[config.mk]
export PLATFORM = sky130hd
export DESIGN_NAME = peak_finder_top
export DESIGN_NICKNAME = d
export VERILOG_FILES = /design/src/source/peak_cfg_pkg.sv /design/src/source/peak_ctrl_pkg.sv /design/src/source/cmp4_select.sv /design/src/source/window_extreme_tree.sv /design/src/source/slot_counter.sv /design/src/source/peak_fsm.sv /design/src/source/peak_wb_regs.sv /design/src/source/peak_finder_top.sv
export SDC_FILE = /design/constraint.sdc
export NUM_CORES = 1
export LEC_CHECK = 0
export BUFFER_PORTS_ARGS = -buffer_cell sky130_fd_sc_hd__clkbuf_2
export CELL_PAD_IN_SITES_DETAIL_PLACEMENT = 1
export CELL_PAD_IN_SITES_GLOBAL_PLACEMENT = 1
export CORE_MARGIN = 2
export CORE_UTILIZATION = 40
export DETAILED_ROUTE_END_ITERATION = 16
export PLACE_DENSITY = 0.64
export SYNTH_ARGS = -nofsm -noshare
export SYNTH_HDL_FRONTEND = slang
export SYNTH_SLANG_ARGS = --single-unit
[constraint.sdc]
create_clock -name rvx_port_0 -period 16 [get_ports rvx_port_0]
set_clock_uncertainty 0.2 [all_clocks]
set_input_delay 3.2 -clock rvx_port_0 [delete_from_list [all_inputs] [get_ports rvx_port_0]]
set_output_delay 3.2 -clock rvx_port_0 [all_outputs]
set_load 0.005 [all_outputs]
[src/source/peak_cfg_pkg.sv]
`default_nettype none
// *********************************************************
// Peak finder configuration
// Widths, window geometry, register map and tree latency
// *********************************************************

package peak_cfg_pkg;

	// Data path widths
	localparam int sample_width = 16;
	localparam int bus_width = 32;
	localparam int addr_width = 4;
	localparam int sel_width = bus_width / 8;

	// Window geometry, each comparator level reduces by four
	localparam int tree_levels = 2;
	localparam int window_slots = 4 ** tree_levels;
	localparam int slot_index_width = 2 * tree_levels;
	// Fill count reaches window_slots, so one extra bit
	localparam int fill_count_width = slot_index_width + 1;

	// One cycle for the buffer write, one per level
	localparam int tree_latency = tree_levels + 1;

	// Register map, byte addresses
	localparam logic [addr_width-1:0] reg_ctrl = addr_width'('h0);
	localparam logic [addr_width-1:0] reg_status = addr_width'('h4);
	localparam logic [addr_width-1:0] reg_sample = addr_width'('h8);
	localparam logic [addr_width-1:0] reg_result = addr_width'('hC);

endpackage

`default_nettype wire

[src/source/peak_ctrl_pkg.sv]
`default_nettype none
// *********************************************************
// Peak finder control encodings
// Search states and host opcodes
// *********************************************************

package peak_ctrl_pkg;

	// Search state, read back in status bits 1..0
	typedef enum logic [1:0]
	{
		idle = 2'd0,
		fill = 2'd1,
		drain = 2'd2,
		done = 2'd3
	} peak_state_e;

	// Host opcodes written to the control register
	// Values outside this set decode to op_none
	typedef enum logic [2:0]
	{
		op_none = 3'd0,
		op_find_max = 3'd1,
		op_find_min = 3'd2,
		op_flush = 3'd3,
		op_clear = 3'd4
	} peak_op_e;

endpackage

`default_nettype wire

[src/source/cmp4_select.sv]
`timescale 1ns/10ps
`default_nettype none
// *********************************************************
// Four-input comparator node, registered
// Picks the max, or the min, of the valid inputs
// *********************************************************

module cmp4_select
(
	input wire rvx_port_0,
	input wire rvx_port_4,
	input wire [3:0] in_valid,
	input wire [3:0][peak_cfg_pkg::sample_width-1:0] in_value,
	input wire find_min,
	output logic out_valid,
	output logic [peak_cfg_pkg::sample_width-1:0] out_value
);

	import peak_cfg_pkg::*;

	// Running winner across the four inputs
	logic best_valid;
	logic [sample_width-1:0] best_value;

	// Unsigned compare, invalid inputs never win
	// Zero value when nothing is valid
	always_comb
	begin
		best_valid = 1'b0;
		best_value = '0;
		for (int i = 0; i < 4; i++)
		begin
			if (in_valid[i])
			begin
				if (!best_valid)
					best_value = in_value[i];
				else if (find_min ? (in_value[i] < best_value) : (in_value[i] > best_value))
					best_value = in_value[i];
				best_valid = 1'b1;
			end
		end
	end

	// Valid flag of the node
	always_ff @(posedge rvx_port_0 or negedge rvx_port_4)
	begin
		if (!rvx_port_4)
			out_valid <= 1'b0;
		else
			out_valid <= best_valid;
	end

	// Winning value, qualified by out_valid
	always_ff @(posedge rvx_port_0)
	begin
		out_value <= best_value;
	end

endmodule

`default_nettype wire

[src/source/window_extreme_tree.sv]
`timescale 1ns/10ps
`default_nettype none
// *********************************************************
// Sample slot buffer and pipelined comparator tree
// Reduces all valid slots to one extreme value
// *********************************************************

module window_extreme_tree
(
	input wire rvx_port_0,
	input wire rvx_port_4,
	input wire slot_write,
	input wire slot_clear,
	input wire [peak_cfg_pkg::slot_index_width-1:0] slot_index,
	input wire [peak_cfg_pkg::sample_width-1:0] sample_data,
	input wire find_min,
	output logic [peak_cfg_pkg::sample_width-1:0] tree_value,
	output logic tree_valid
);

	import peak_cfg_pkg::*;

	genvar lvl;
	genvar node;

	// Slot storage and per-slot valid bits
	logic [sample_width-1:0] slot_data [0:window_slots-1];
	logic [0:window_slots-1] slot_valid;

	// Level 0 is the buffer and level tree_levels the root
	// Upper levels only use their first entries
	logic [0:window_slots-1] lvl_valid [0:tree_levels];
	logic [sample_width-1:0] lvl_value [0:tree_levels][0:window_slots-1];

	// *********************************************************
	// Slot buffer
	// *********************************************************

	// Valid bits cleared all together and set per write
	always_ff @(posedge rvx_port_0 or negedge rvx_port_4)
	begin
		if (!rvx_port_4)
			slot_valid <= '0;
		else if (slot_clear)
			slot_valid <= '0;
		else if (slot_write)
			slot_valid[slot_index] <= 1'b1;
	end

	// Sample payload
	always_ff @(posedge rvx_port_0)
	begin
		if (slot_write)
			slot_data[slot_index] <= sample_data;
	end

	// *********************************************************
	// Comparator tree in groups of four per level
	// *********************************************************

	assign lvl_valid[0] = slot_valid;

	generate
		for (node = 0; node < window_slots; node++)
		begin : g_leaf
			assign lvl_value[0][node] = slot_data[node];
		end

		for (lvl = 0; lvl < tree_levels; lvl++)
		begin : g_level
			for (node = 0; node < 4 ** (tree_levels - 1 - lvl); node++)
			begin : g_node
				cmp4_select u_cmp4_select
				(
					.rvx_port_0(rvx_port_0),
					.rvx_port_4(rvx_port_4),
					.in_valid({lvl_valid[lvl][4*node+3], lvl_valid[lvl][4*node+2],
						lvl_valid[lvl][4*node+1], lvl_valid[lvl][4*node]}),
					.in_value({lvl_value[lvl][4*node+3], lvl_value[lvl][4*node+2],
						lvl_value[lvl][4*node+1], lvl_value[lvl][4*node]}),
					.find_min(find_min),
					.out_valid(lvl_valid[lvl+1][node]),
					.out_value(lvl_value[lvl+1][node])
				);
			end

			// Entries past the last node of this level tie off
			for (node = 4 ** (tree_levels - 1 - lvl); node < window_slots; node++)
			begin : g_unused
				assign lvl_valid[lvl+1][node] = 1'b0;
				assign lvl_value[lvl+1][node] = '0;
			end
		end
	endgenerate

	// Root node
	assign tree_value = lvl_value[tree_levels][0];
	assign tree_valid = lvl_valid[tree_levels][0];

endmodule

`default_nettype wire

[src/source/slot_counter.sv]
`timescale 1ns/10ps
`default_nettype none
// *********************************************************
// Slot write index, fill count and drain timer
// *********************************************************

module slot_counter
(
	input wire rvx_port_0,
	input wire rvx_port_4,
	input wire slot_write,
	input wire slot_clear,
	input wire drain_start,
	output logic [peak_cfg_pkg::slot_index_width-1:0] slot_index,
	output logic window_full,
	output logic [peak_cfg_pkg::fill_count_width-1:0] fill_count,
	output logic drain_end
);

	import peak_cfg_pkg::*;

	// Room for tree_latency - 1
	localparam int drain_cnt_width = $clog2(tree_latency + 1);

	logic drain_busy;
	logic [drain_cnt_width-1:0] drain_cnt;

	// Last slot written, index wraps on this push
	assign window_full = slot_write && (slot_index == slot_index_width'(window_slots - 1));

	// Timer expires tree_latency cycles after drain_start
	assign drain_end = drain_busy && (drain_cnt == '0);

	always_ff @(posedge rvx_port_0 or negedge rvx_port_4)
	begin
		if (!rvx_port_4)
		begin
			slot_index <= '0;
			fill_count <= '0;
			drain_busy <= 1'b0;
			drain_cnt <= '0;
		end
		else if (slot_clear)
		begin
			slot_index <= '0;
			fill_count <= '0;
			drain_busy <= 1'b0;
			drain_cnt <= '0;
		end
		else
		begin
			// Index modulo window_slots by natural wrap
			if (slot_write)
				slot_index <= slot_index + 1'b1;
			// Saturates at a full window
			if (slot_write && (fill_count != fill_count_width'(window_slots)))
				fill_count <= fill_count + 1'b1;
			// Drain down-counter
			if (drain_start)
			begin
				drain_busy <= 1'b1;
				drain_cnt <= drain_cnt_width'(tree_latency - 1);
			end
			else if (drain_end)
				drain_busy <= 1'b0;
			else if (drain_busy)
				drain_cnt <= drain_cnt - 1'b1;
		end
	end

endmodule

`default_nettype wire

[src/source/peak_fsm.sv]
`timescale 1ns/10ps
`default_nettype none
// *********************************************************
// Search state machine
// Steers filling, draining, result capture and clearing
// *********************************************************

module peak_fsm
(
	input wire rvx_port_0,
	input wire rvx_port_4,
	input wire op_valid,
	input var peak_ctrl_pkg::peak_op_e op_code,
	input wire sample_push,
	input wire window_full,
	input wire drain_end,
	output peak_ctrl_pkg::peak_state_e state,
	output logic find_min,
	output logic slot_write,
	output logic slot_clear,
	output logic drain_start,
	output logic result_load
);

	import peak_ctrl_pkg::*;

	peak_state_e state_next;
	logic go_fill;
	logic go_drain;

	// Clear is honored in every state
	assign slot_clear = op_valid && (op_code == op_clear);

	// Only pushes during fill reach the buffer
	assign slot_write = sample_push && (state == fill);

	// New search only from idle
	assign go_fill = op_valid && (state == idle) &&
		((op_code == op_find_max) || (op_code == op_find_min));

	// Window full on this push, or host flush
	assign go_drain = (state == fill) &&
		((slot_write && window_full) || (op_valid && (op_code == op_flush)));

	// Tree has settled once the drain timer expires
	assign result_load = drain_end && (state == drain) && !slot_clear;

	always_comb
	begin
		state_next = state;
		if (slot_clear)
			state_next = idle;
		else
		begin
			case (state)
				idle: if (go_fill) state_next = fill;
				fill: if (go_drain) state_next = drain;
				drain: if (result_load) state_next = done;
				// Held until the host clears
				default: state_next = state;
			endcase
		end
	end

	always_ff @(posedge rvx_port_0 or negedge rvx_port_4)
	begin
		if (!rvx_port_4)
		begin
			state <= idle;
			find_min <= 1'b0;
			drain_start <= 1'b0;
		end
		else
		begin
			state <= state_next;
			// Search direction kept for the whole window
			if (go_fill)
				find_min <= (op_code == op_find_min);
			// One pulse on the first drain cycle
			drain_start <= go_drain;
		end
	end

endmodule

`default_nettype wire

[src/source/peak_wb_regs.sv]
`timescale 1ns/10ps
`default_nettype none
// *********************************************************
// Wishbone classic slave for the peak finder
// Control, status, sample and result registers
// *********************************************************

module peak_wb_regs
(
	input wire rvx_port_0,
	input wire rvx_port_4,
	input wire wb_cyc,
	input wire wb_stb,
	input wire wb_we,
	input wire [peak_cfg_pkg::addr_width-1:0] wb_adr,
	input wire [peak_cfg_pkg::bus_width-1:0] wb_dat_w,
	input wire [peak_cfg_pkg::sel_width-1:0] wb_sel,
	input var peak_ctrl_pkg::peak_state_e state,
	input wire [peak_cfg_pkg::fill_count_width-1:0] fill_count,
	input wire find_min,
	input wire result_load,
	input wire [peak_cfg_pkg::sample_width-1:0] tree_value,
	input wire tree_valid,
	output logic [peak_cfg_pkg::bus_width-1:0] wb_dat_r,
	output logic wb_ack,
	output logic op_valid,
	output peak_ctrl_pkg::peak_op_e op_code,
	output logic sample_push,
	output logic [peak_cfg_pkg::sample_width-1:0] sample_data
);

	import peak_cfg_pkg::*;
	import peak_ctrl_pkg::*;

	logic wb_req;
	logic ack_next;
	logic req_seen;
	logic wr_strobe;
	logic [bus_width-1:0] rd_word;
	logic [bus_width-1:0] status_word;
	logic [sample_width-1:0] result_value;
	logic result_valid;

	// *********************************************************
	// Bus handshake
	// *********************************************************

	assign wb_req = wb_cyc && wb_stb;
	// One ack per request, blocked until stb drops
	assign ack_next = wb_req && !wb_ack && !req_seen;

	always_ff @(posedge rvx_port_0 or negedge rvx_port_4)
	begin
		if (!rvx_port_4)
		begin
			wb_ack <= 1'b0;
			req_seen <= 1'b0;
			wb_dat_r <= '0;
		end
		else
		begin
			wb_ack <= ack_next;
			if (wb_ack)
				req_seen <= 1'b1;
			else if (!wb_req)
				req_seen <= 1'b0;
			// Read data presented with ack, zero otherwise
			wb_dat_r <= (ack_next && !wb_we) ? rd_word : '0;
		end
	end

	// *********************************************************
	// Write decode, pulses on the acknowledged cycle
	// *********************************************************

	assign wr_strobe = wb_ack && wb_req && wb_we;
	// Opcode lives in byte lane 0
	assign op_valid = wr_strobe && (wb_adr == reg_ctrl) && wb_sel[0];
	// Sample needs all of its byte lanes
	assign sample_push = wr_strobe && (wb_adr == reg_sample) && (&wb_sel[sample_width/8-1:0]);
	assign sample_data = wb_dat_w[sample_width-1:0];

	// Unknown opcode values fall back to op_none
	always_comb
	begin
		case (wb_dat_w[2:0])
			op_find_max: op_code = op_find_max;
			op_find_min: op_code = op_find_min;
			op_flush: op_code = op_flush;
			op_clear: op_code = op_clear;
			default: op_code = op_none;
		endcase
	end

	// *********************************************************
	// Result and status
	// *********************************************************

	always_ff @(posedge rvx_port_0 or negedge rvx_port_4)
	begin
		if (!rvx_port_4)
		begin
			result_value <= '0;
			result_valid <= 1'b0;
		end
		else if (result_load)
		begin
			result_value <= tree_value;
			result_valid <= tree_valid;
		end
	end

	// State, fill count and search direction
	always_comb
	begin
		status_word = '0;
		status_word[1:0] = state;
		status_word[4 +: fill_count_width] = fill_count;
		status_word[12] = find_min;
	end

	// Write-only and unknown addresses read zero
	always_comb
	begin
		rd_word = '0;
		case (wb_adr)
			reg_status: rd_word = status_word;
			reg_result:
			begin
				rd_word[sample_width-1:0] = result_value;
				rd_word[bus_width-1] = result_valid;
			end
			default: rd_word = '0;
		endcase
	end

endmodule

`default_nettype wire

[src/source/peak_finder_top.sv]
`timescale 1ns/10ps
`default_nettype none
// *********************************************************
// Windowed peak finder, top level
// *********************************************************

module peak_finder_top
(
	input wire rvx_port_0,
	input wire rvx_port_4,
	input wire wb_cyc,
	input wire wb_stb,
	input wire wb_we,
	input wire [peak_cfg_pkg::addr_width-1:0] wb_adr,
	input wire [peak_cfg_pkg::bus_width-1:0] wb_dat_w,
	input wire [peak_cfg_pkg::sel_width-1:0] wb_sel,
	output logic [peak_cfg_pkg::bus_width-1:0] wb_dat_r,
	output logic wb_ack
);

	import peak_cfg_pkg::*;
	import peak_ctrl_pkg::*;

	// Register block to state machine
	logic op_valid;
	peak_op_e op_code;
	logic sample_push;
	logic [sample_width-1:0] sample_data;

	// State machine outputs
	peak_state_e state;
	logic find_min;
	logic slot_write;
	logic slot_clear;
	logic drain_start;
	logic result_load;

	// Counter and tree outputs
	logic [slot_index_width-1:0] slot_index;
	logic window_full;
	logic [fill_count_width-1:0] fill_count;
	logic drain_end;
	logic [sample_width-1:0] tree_value;
	logic tree_valid;

	peak_wb_regs u_peak_wb_regs
	(
		.rvx_port_0(rvx_port_0),
		.rvx_port_4(rvx_port_4),
		.wb_cyc(wb_cyc),
		.wb_stb(wb_stb),
		.wb_we(wb_we),
		.wb_adr(wb_adr),
		.wb_dat_w(wb_dat_w),
		.wb_sel(wb_sel),
		.state(state),
		.fill_count(fill_count),
		.find_min(find_min),
		.result_load(result_load),
		.tree_value(tree_value),
		.tree_valid(tree_valid),
		.wb_dat_r(wb_dat_r),
		.wb_ack(wb_ack),
		.op_valid(op_valid),
		.op_code(op_code),
		.sample_push(sample_push),
		.sample_data(sample_data)
	);

	peak_fsm u_peak_fsm
	(
		.rvx_port_0(rvx_port_0),
		.rvx_port_4(rvx_port_4),
		.op_valid(op_valid),
		.op_code(op_code),
		.sample_push(sample_push),
		.window_full(window_full),
		.drain_end(drain_end),
		.state(state),
		.find_min(find_min),
		.slot_write(slot_write),
		.slot_clear(slot_clear),
		.drain_start(drain_start),
		.result_load(result_load)
	);

	slot_counter u_slot_counter
	(
		.rvx_port_0(rvx_port_0),
		.rvx_port_4(rvx_port_4),
		.slot_write(slot_write),
		.slot_clear(slot_clear),
		.drain_start(drain_start),
		.slot_index(slot_index),
		.window_full(window_full),
		.fill_count(fill_count),
		.drain_end(drain_end)
	);

	window_extreme_tree u_window_extreme_tree
	(
		.rvx_port_0(rvx_port_0),
		.rvx_port_4(rvx_port_4),
		.slot_write(slot_write),
		.slot_clear(slot_clear),
		.slot_index(slot_index),
		.sample_data(sample_data),
		.find_min(find_min),
		.tree_value(tree_value),
		.tree_valid(tree_valid)
	);

endmodule

`default_nettype wire

==> impl_metrics.env <==
export IMPL_status="complete, no violations"
export IMPL_grt_ovfl_total=0
export IMPL_first_pass_iters=5
export IMPL_slew_violations=0
export IMPL_r2r_start="u_window_extreme_tree.slot_valid[8]$_DFFE_PN0P_"
export IMPL_routed_wl_um=62400
export IMPL_synthFlopType="edfxtp_1"
export IMPL_synth_cells=2078
export IMPL_detail_route_wl_per_cell_um=21.4
export IMPL_max_cap_viol_count=0
export IMPL_clk_pin_slew_ns=0.06
export IMPL_clock_tree_root_cell="clkbuf_16"
export IMPL_cp_max_fo=33
export IMPL_grt_pass1_vias=16800
export IMPL_antenna_left=0
export IMPL_cp_slowest_cell="dfrtp_1"
export IMPL_ys_ff_latch=409
export IMPL_grt_usage_pct=22.0
export IMPL_drt_initial_drc_count=938
export IMPL_setup_viol=0
export IMPL_layout_nets=2412
export IMPL_syn_area_per_cell_um2=10.8
export IMPL_core_area_mm2=0.0552
export IMPL_clkSinkCount=409
export IMPL_critPathKind="flop to flop"
export IMPL_ys_seq_area_share_pct=49.6
export IMPL_p_per_area_mw_per_mm2=90.1
export IMPL_hold_viol=0
export IMPL_synth_edf_count=256
export IMPL_leakagePower_nw=10.0
export IMPL_start_util_pct=40.6
export IMPL_hold_depth=1
export IMPL_crit_path_max_incr_delay_ns=0.84
export IMPL_syn_to_final_growth_pct=11.9
export IMPL_cp_arrival_ns=11.19
export IMPL_place_congestion=0.833
export IMPL_cts_made_buffers=47
export IMPL_post_cts_resized=0
export IMPL_dp_hpwl_um=44800
export IMPL_die_area_mm2=0.0579
export IMPL_cts_hold_buf=0
export IMPL_tns_ns=0
export IMPL_yosysUniqueCellTypes=75
export IMPL_cp_end_kind="flop"
export IMPL_startpoint_type="flop"
export IMPL_antenna_found_initial=5
export IMPL_worstMarginPinSlew_ns=1.16
export IMPL_ioPinCount=78
export IMPL_grt_pass1_wl_um=97100
export IMPL_r2r_cells=36
export IMPL_slew_limit_headroom_pct=23.0
export IMPL_cts_tree="yes"
export IMPL_async_flop_share_pct=17.8
export IMPL_via_per_inst=5.54
export IMPL_worstHoldPathType="flop to flop"
export IMPL_clock_tree_buffer_depth=3
export IMPL_num_rows=86
export IMPL_min_to="u_peak_wb_regs.result_value[15]$_DFFE_PN0P_"
export IMPL_rsz0062_at_grt="no"
export IMPL_syn_area_mm2=0.0224
export IMPL_cts_setup_buffers=0
export IMPL_required_ns=16.25
export IMPL_final_setup_worst_slack_ns=5.06
export IMPL_drc_errors=0
export IMPL_die_h_um=241
export IMPL_ir_worst_vdd_mv=0.0747
export IMPL_dr_total_vias=16100
export IMPL_max_freq_ghz=0.0914
export IMPL_port_buffers=44
export IMPL_total_power_mw=2.26
export IMPL_drive_above_1_share_pct=10.2
export IMPL_crit_path_frequent_cell="o21ai_0"
export IMPL_fin_crit_sh_pct=68.4
export IMPL_die_x_um=241
export IMPL_clock_latency_ns=0.60
export IMPL_ys_warn_count=0
export IMPL_h_tree_depth=2
export IMPL_finalCriticalPeriod_ns=10.94
export IMPL_dp_slack_ns=5.24
export IMPL_r2r_slack_ns=5.06
export IMPL_grt_start_max_net_pins=55
==> through the flow <==
stage / util, % / hold WS [ns] / cell area (um2) / cells
after detailed placement: 42.5 / 0.247 / 23500 / 2820
after global placement: 42.5 / 0.243 / 23500 / 2820
after CTS: 45.4 / 0.264 / 25100 / 2908
after global routing: 45.4 / 0.277 / 25100 / 2908
final: 45.4 / 0.259 / 25100 / 2909
after floorplan: - / 0.219 / 22400 / 2092
==> Yosys cell counts, types with 35 or more instances <==
| master | n | area, um2 |
|---|---|---|
| inv_1 | 131 | 492 |
| nand4_1 | 45 | 282 |
| nor2_1 | 129 | 484 |
| o211ai_1 | 44 | 330 |
| nand2_1 | 212 | 796 |
| a21o_1 | 54 | 405 |
| a21oi_1 | 133 | 666 |
| o21ai_0 | 94 | 470 |
| mux2i_1 | 101 | 1010 |
| dfxtp_1 | 80 | 1600 |
| nand3_1 | 35 | 175 |
| edfxtp_1 | 256 | 7690 |
| ha_1 | 246 | 3080 |
| clkbuf_1 | 63 | 236 |
| dfrtp_1 | 73 | 1830 |
==> layout by cell type (no fill, tap or decap), drive strengths merged, types with 35 or more instances in the layout <==
cell      n
edfxtp  256
ha      246
nand2   213
a21oi   135
inv     134
nor2    129
clkbuf  117
mux2i   101
o21ai    99
dfxtp    80
dfrtp    73
a21o     54
nand4    45
o211ai   44
nand3    35
==> worst max-delay path, delay by kind of cell (launching register included) <==
| kind | cells | cell delay, ns |
|---|---|---|
| AOI/OAI and AO/OA | 18 | 4.81 |
| and+or+nand+nor | 8 | 2.23 |
| buffers and inverters | 4 | 1.01 |
| adders and majority gates | 3 | 0.91 |
| DFF | 1 | 0.84 |
| muxes | 3 | 0.78 |
==> report_power, final <==
part / internal (mW) / switching (mW)
Sequential: 1.12 / 0.000358
Combinational: 0.00340 / 0.0268
Clock: 0.661 / 0.446
==> layout make-up <==
class                           count  area [um2]
Tap cell                          748         936
Clock inverter                     14         168
Inverter                          131         492
Clock buffer                       74        1420
Antenna cell                        1        2.50
Multi-Input combinational cell   1455       10500
Sequential cell                   409       11100
Timing Repair Buffer               77         470
Fill cell                        5995       30100
==> layer usage <==
layer  track usage, %  routed length (um)
met5                0                   0
met4             6.29                1550
met3             3.21                2410
met2             36.7               29300
met1             29.8               29200
==> registers in the layout, indices dropped and copies added, names as in the netlist <==
name                                                          cells
u_peak_wb_regs.result_value                                      16
u_peak_fsm.drain_start                                            1
u_slot_counter.drain_busy                                         1
u_window_extreme_tree.slot_valid                                 16
u_window_extreme_tree.g_level.g_node.u_cmp4_select.out_valid      5
u_peak_fsm.find_min                                               1
u_peak_wb_regs.req_seen                                           1
u_slot_counter.slot_index                                         4
u_peak_wb_regs.result_valid                                       1
u_peak_wb_regs.wb_ack                                             1
u_window_extreme_tree.g_level.g_node.u_cmp4_select.out_value     80
u_slot_counter.fill_count                                         5
u_slot_counter.drain_cnt                                          2
u_window_extreme_tree.slot_data                                 256
u_peak_wb_regs.wb_dat_r                                          17
u_peak_fsm.state                                                  2
==> cells by family (layout without fill, tap and decap cells) <==
logic type | after synthesis | after routing | synth area share (%)
AOI/OAI and AO/OA | 485 | 485 | 14.0
xor gates and xnor gates | 9 | 9 | 0.352
adders and majority gates | 246 | 246 | 13.7
buffers and inverters | 228 | 296 | 4.22
DFF | 409 | 409 | 49.6
muxes | 131 | 131 | 6.04
other | 1 | 16 | 0.0167
and+or+nand+nor | 569 | 569 | 12.0
==> worst max-delay path by stage <==
stage | depth (start not counted) | slack (ns) | from | to
final | 36 | 5.06 | u_window_extreme_tree.slot_valid[8]$_DFFE_PN0P_ | flop
after detailed placement | 36 | 5.24 | u_window_extreme_tree.slot_valid[8]$_DFFE_PN0P_ | flop
after global placement | 37 | 5.45 | u_window_extreme_tree.slot_valid[8]$_DFFE_PN0P_ | flop
after floorplan | 42 | 7.62 | u_window_extreme_tree.slot_valid[8]$_DFFE_PN0P_ | flop
after CTS | 36 | 5.19 | u_window_extreme_tree.slot_valid[8]$_DFFE_PN0P_ | flop
after global routing | 36 | 4.35 | u_window_extreme_tree.slot_valid[8]$_DFFE_PN0P_ | flop
Note: power is estimated with default switching activity, not from simulation.
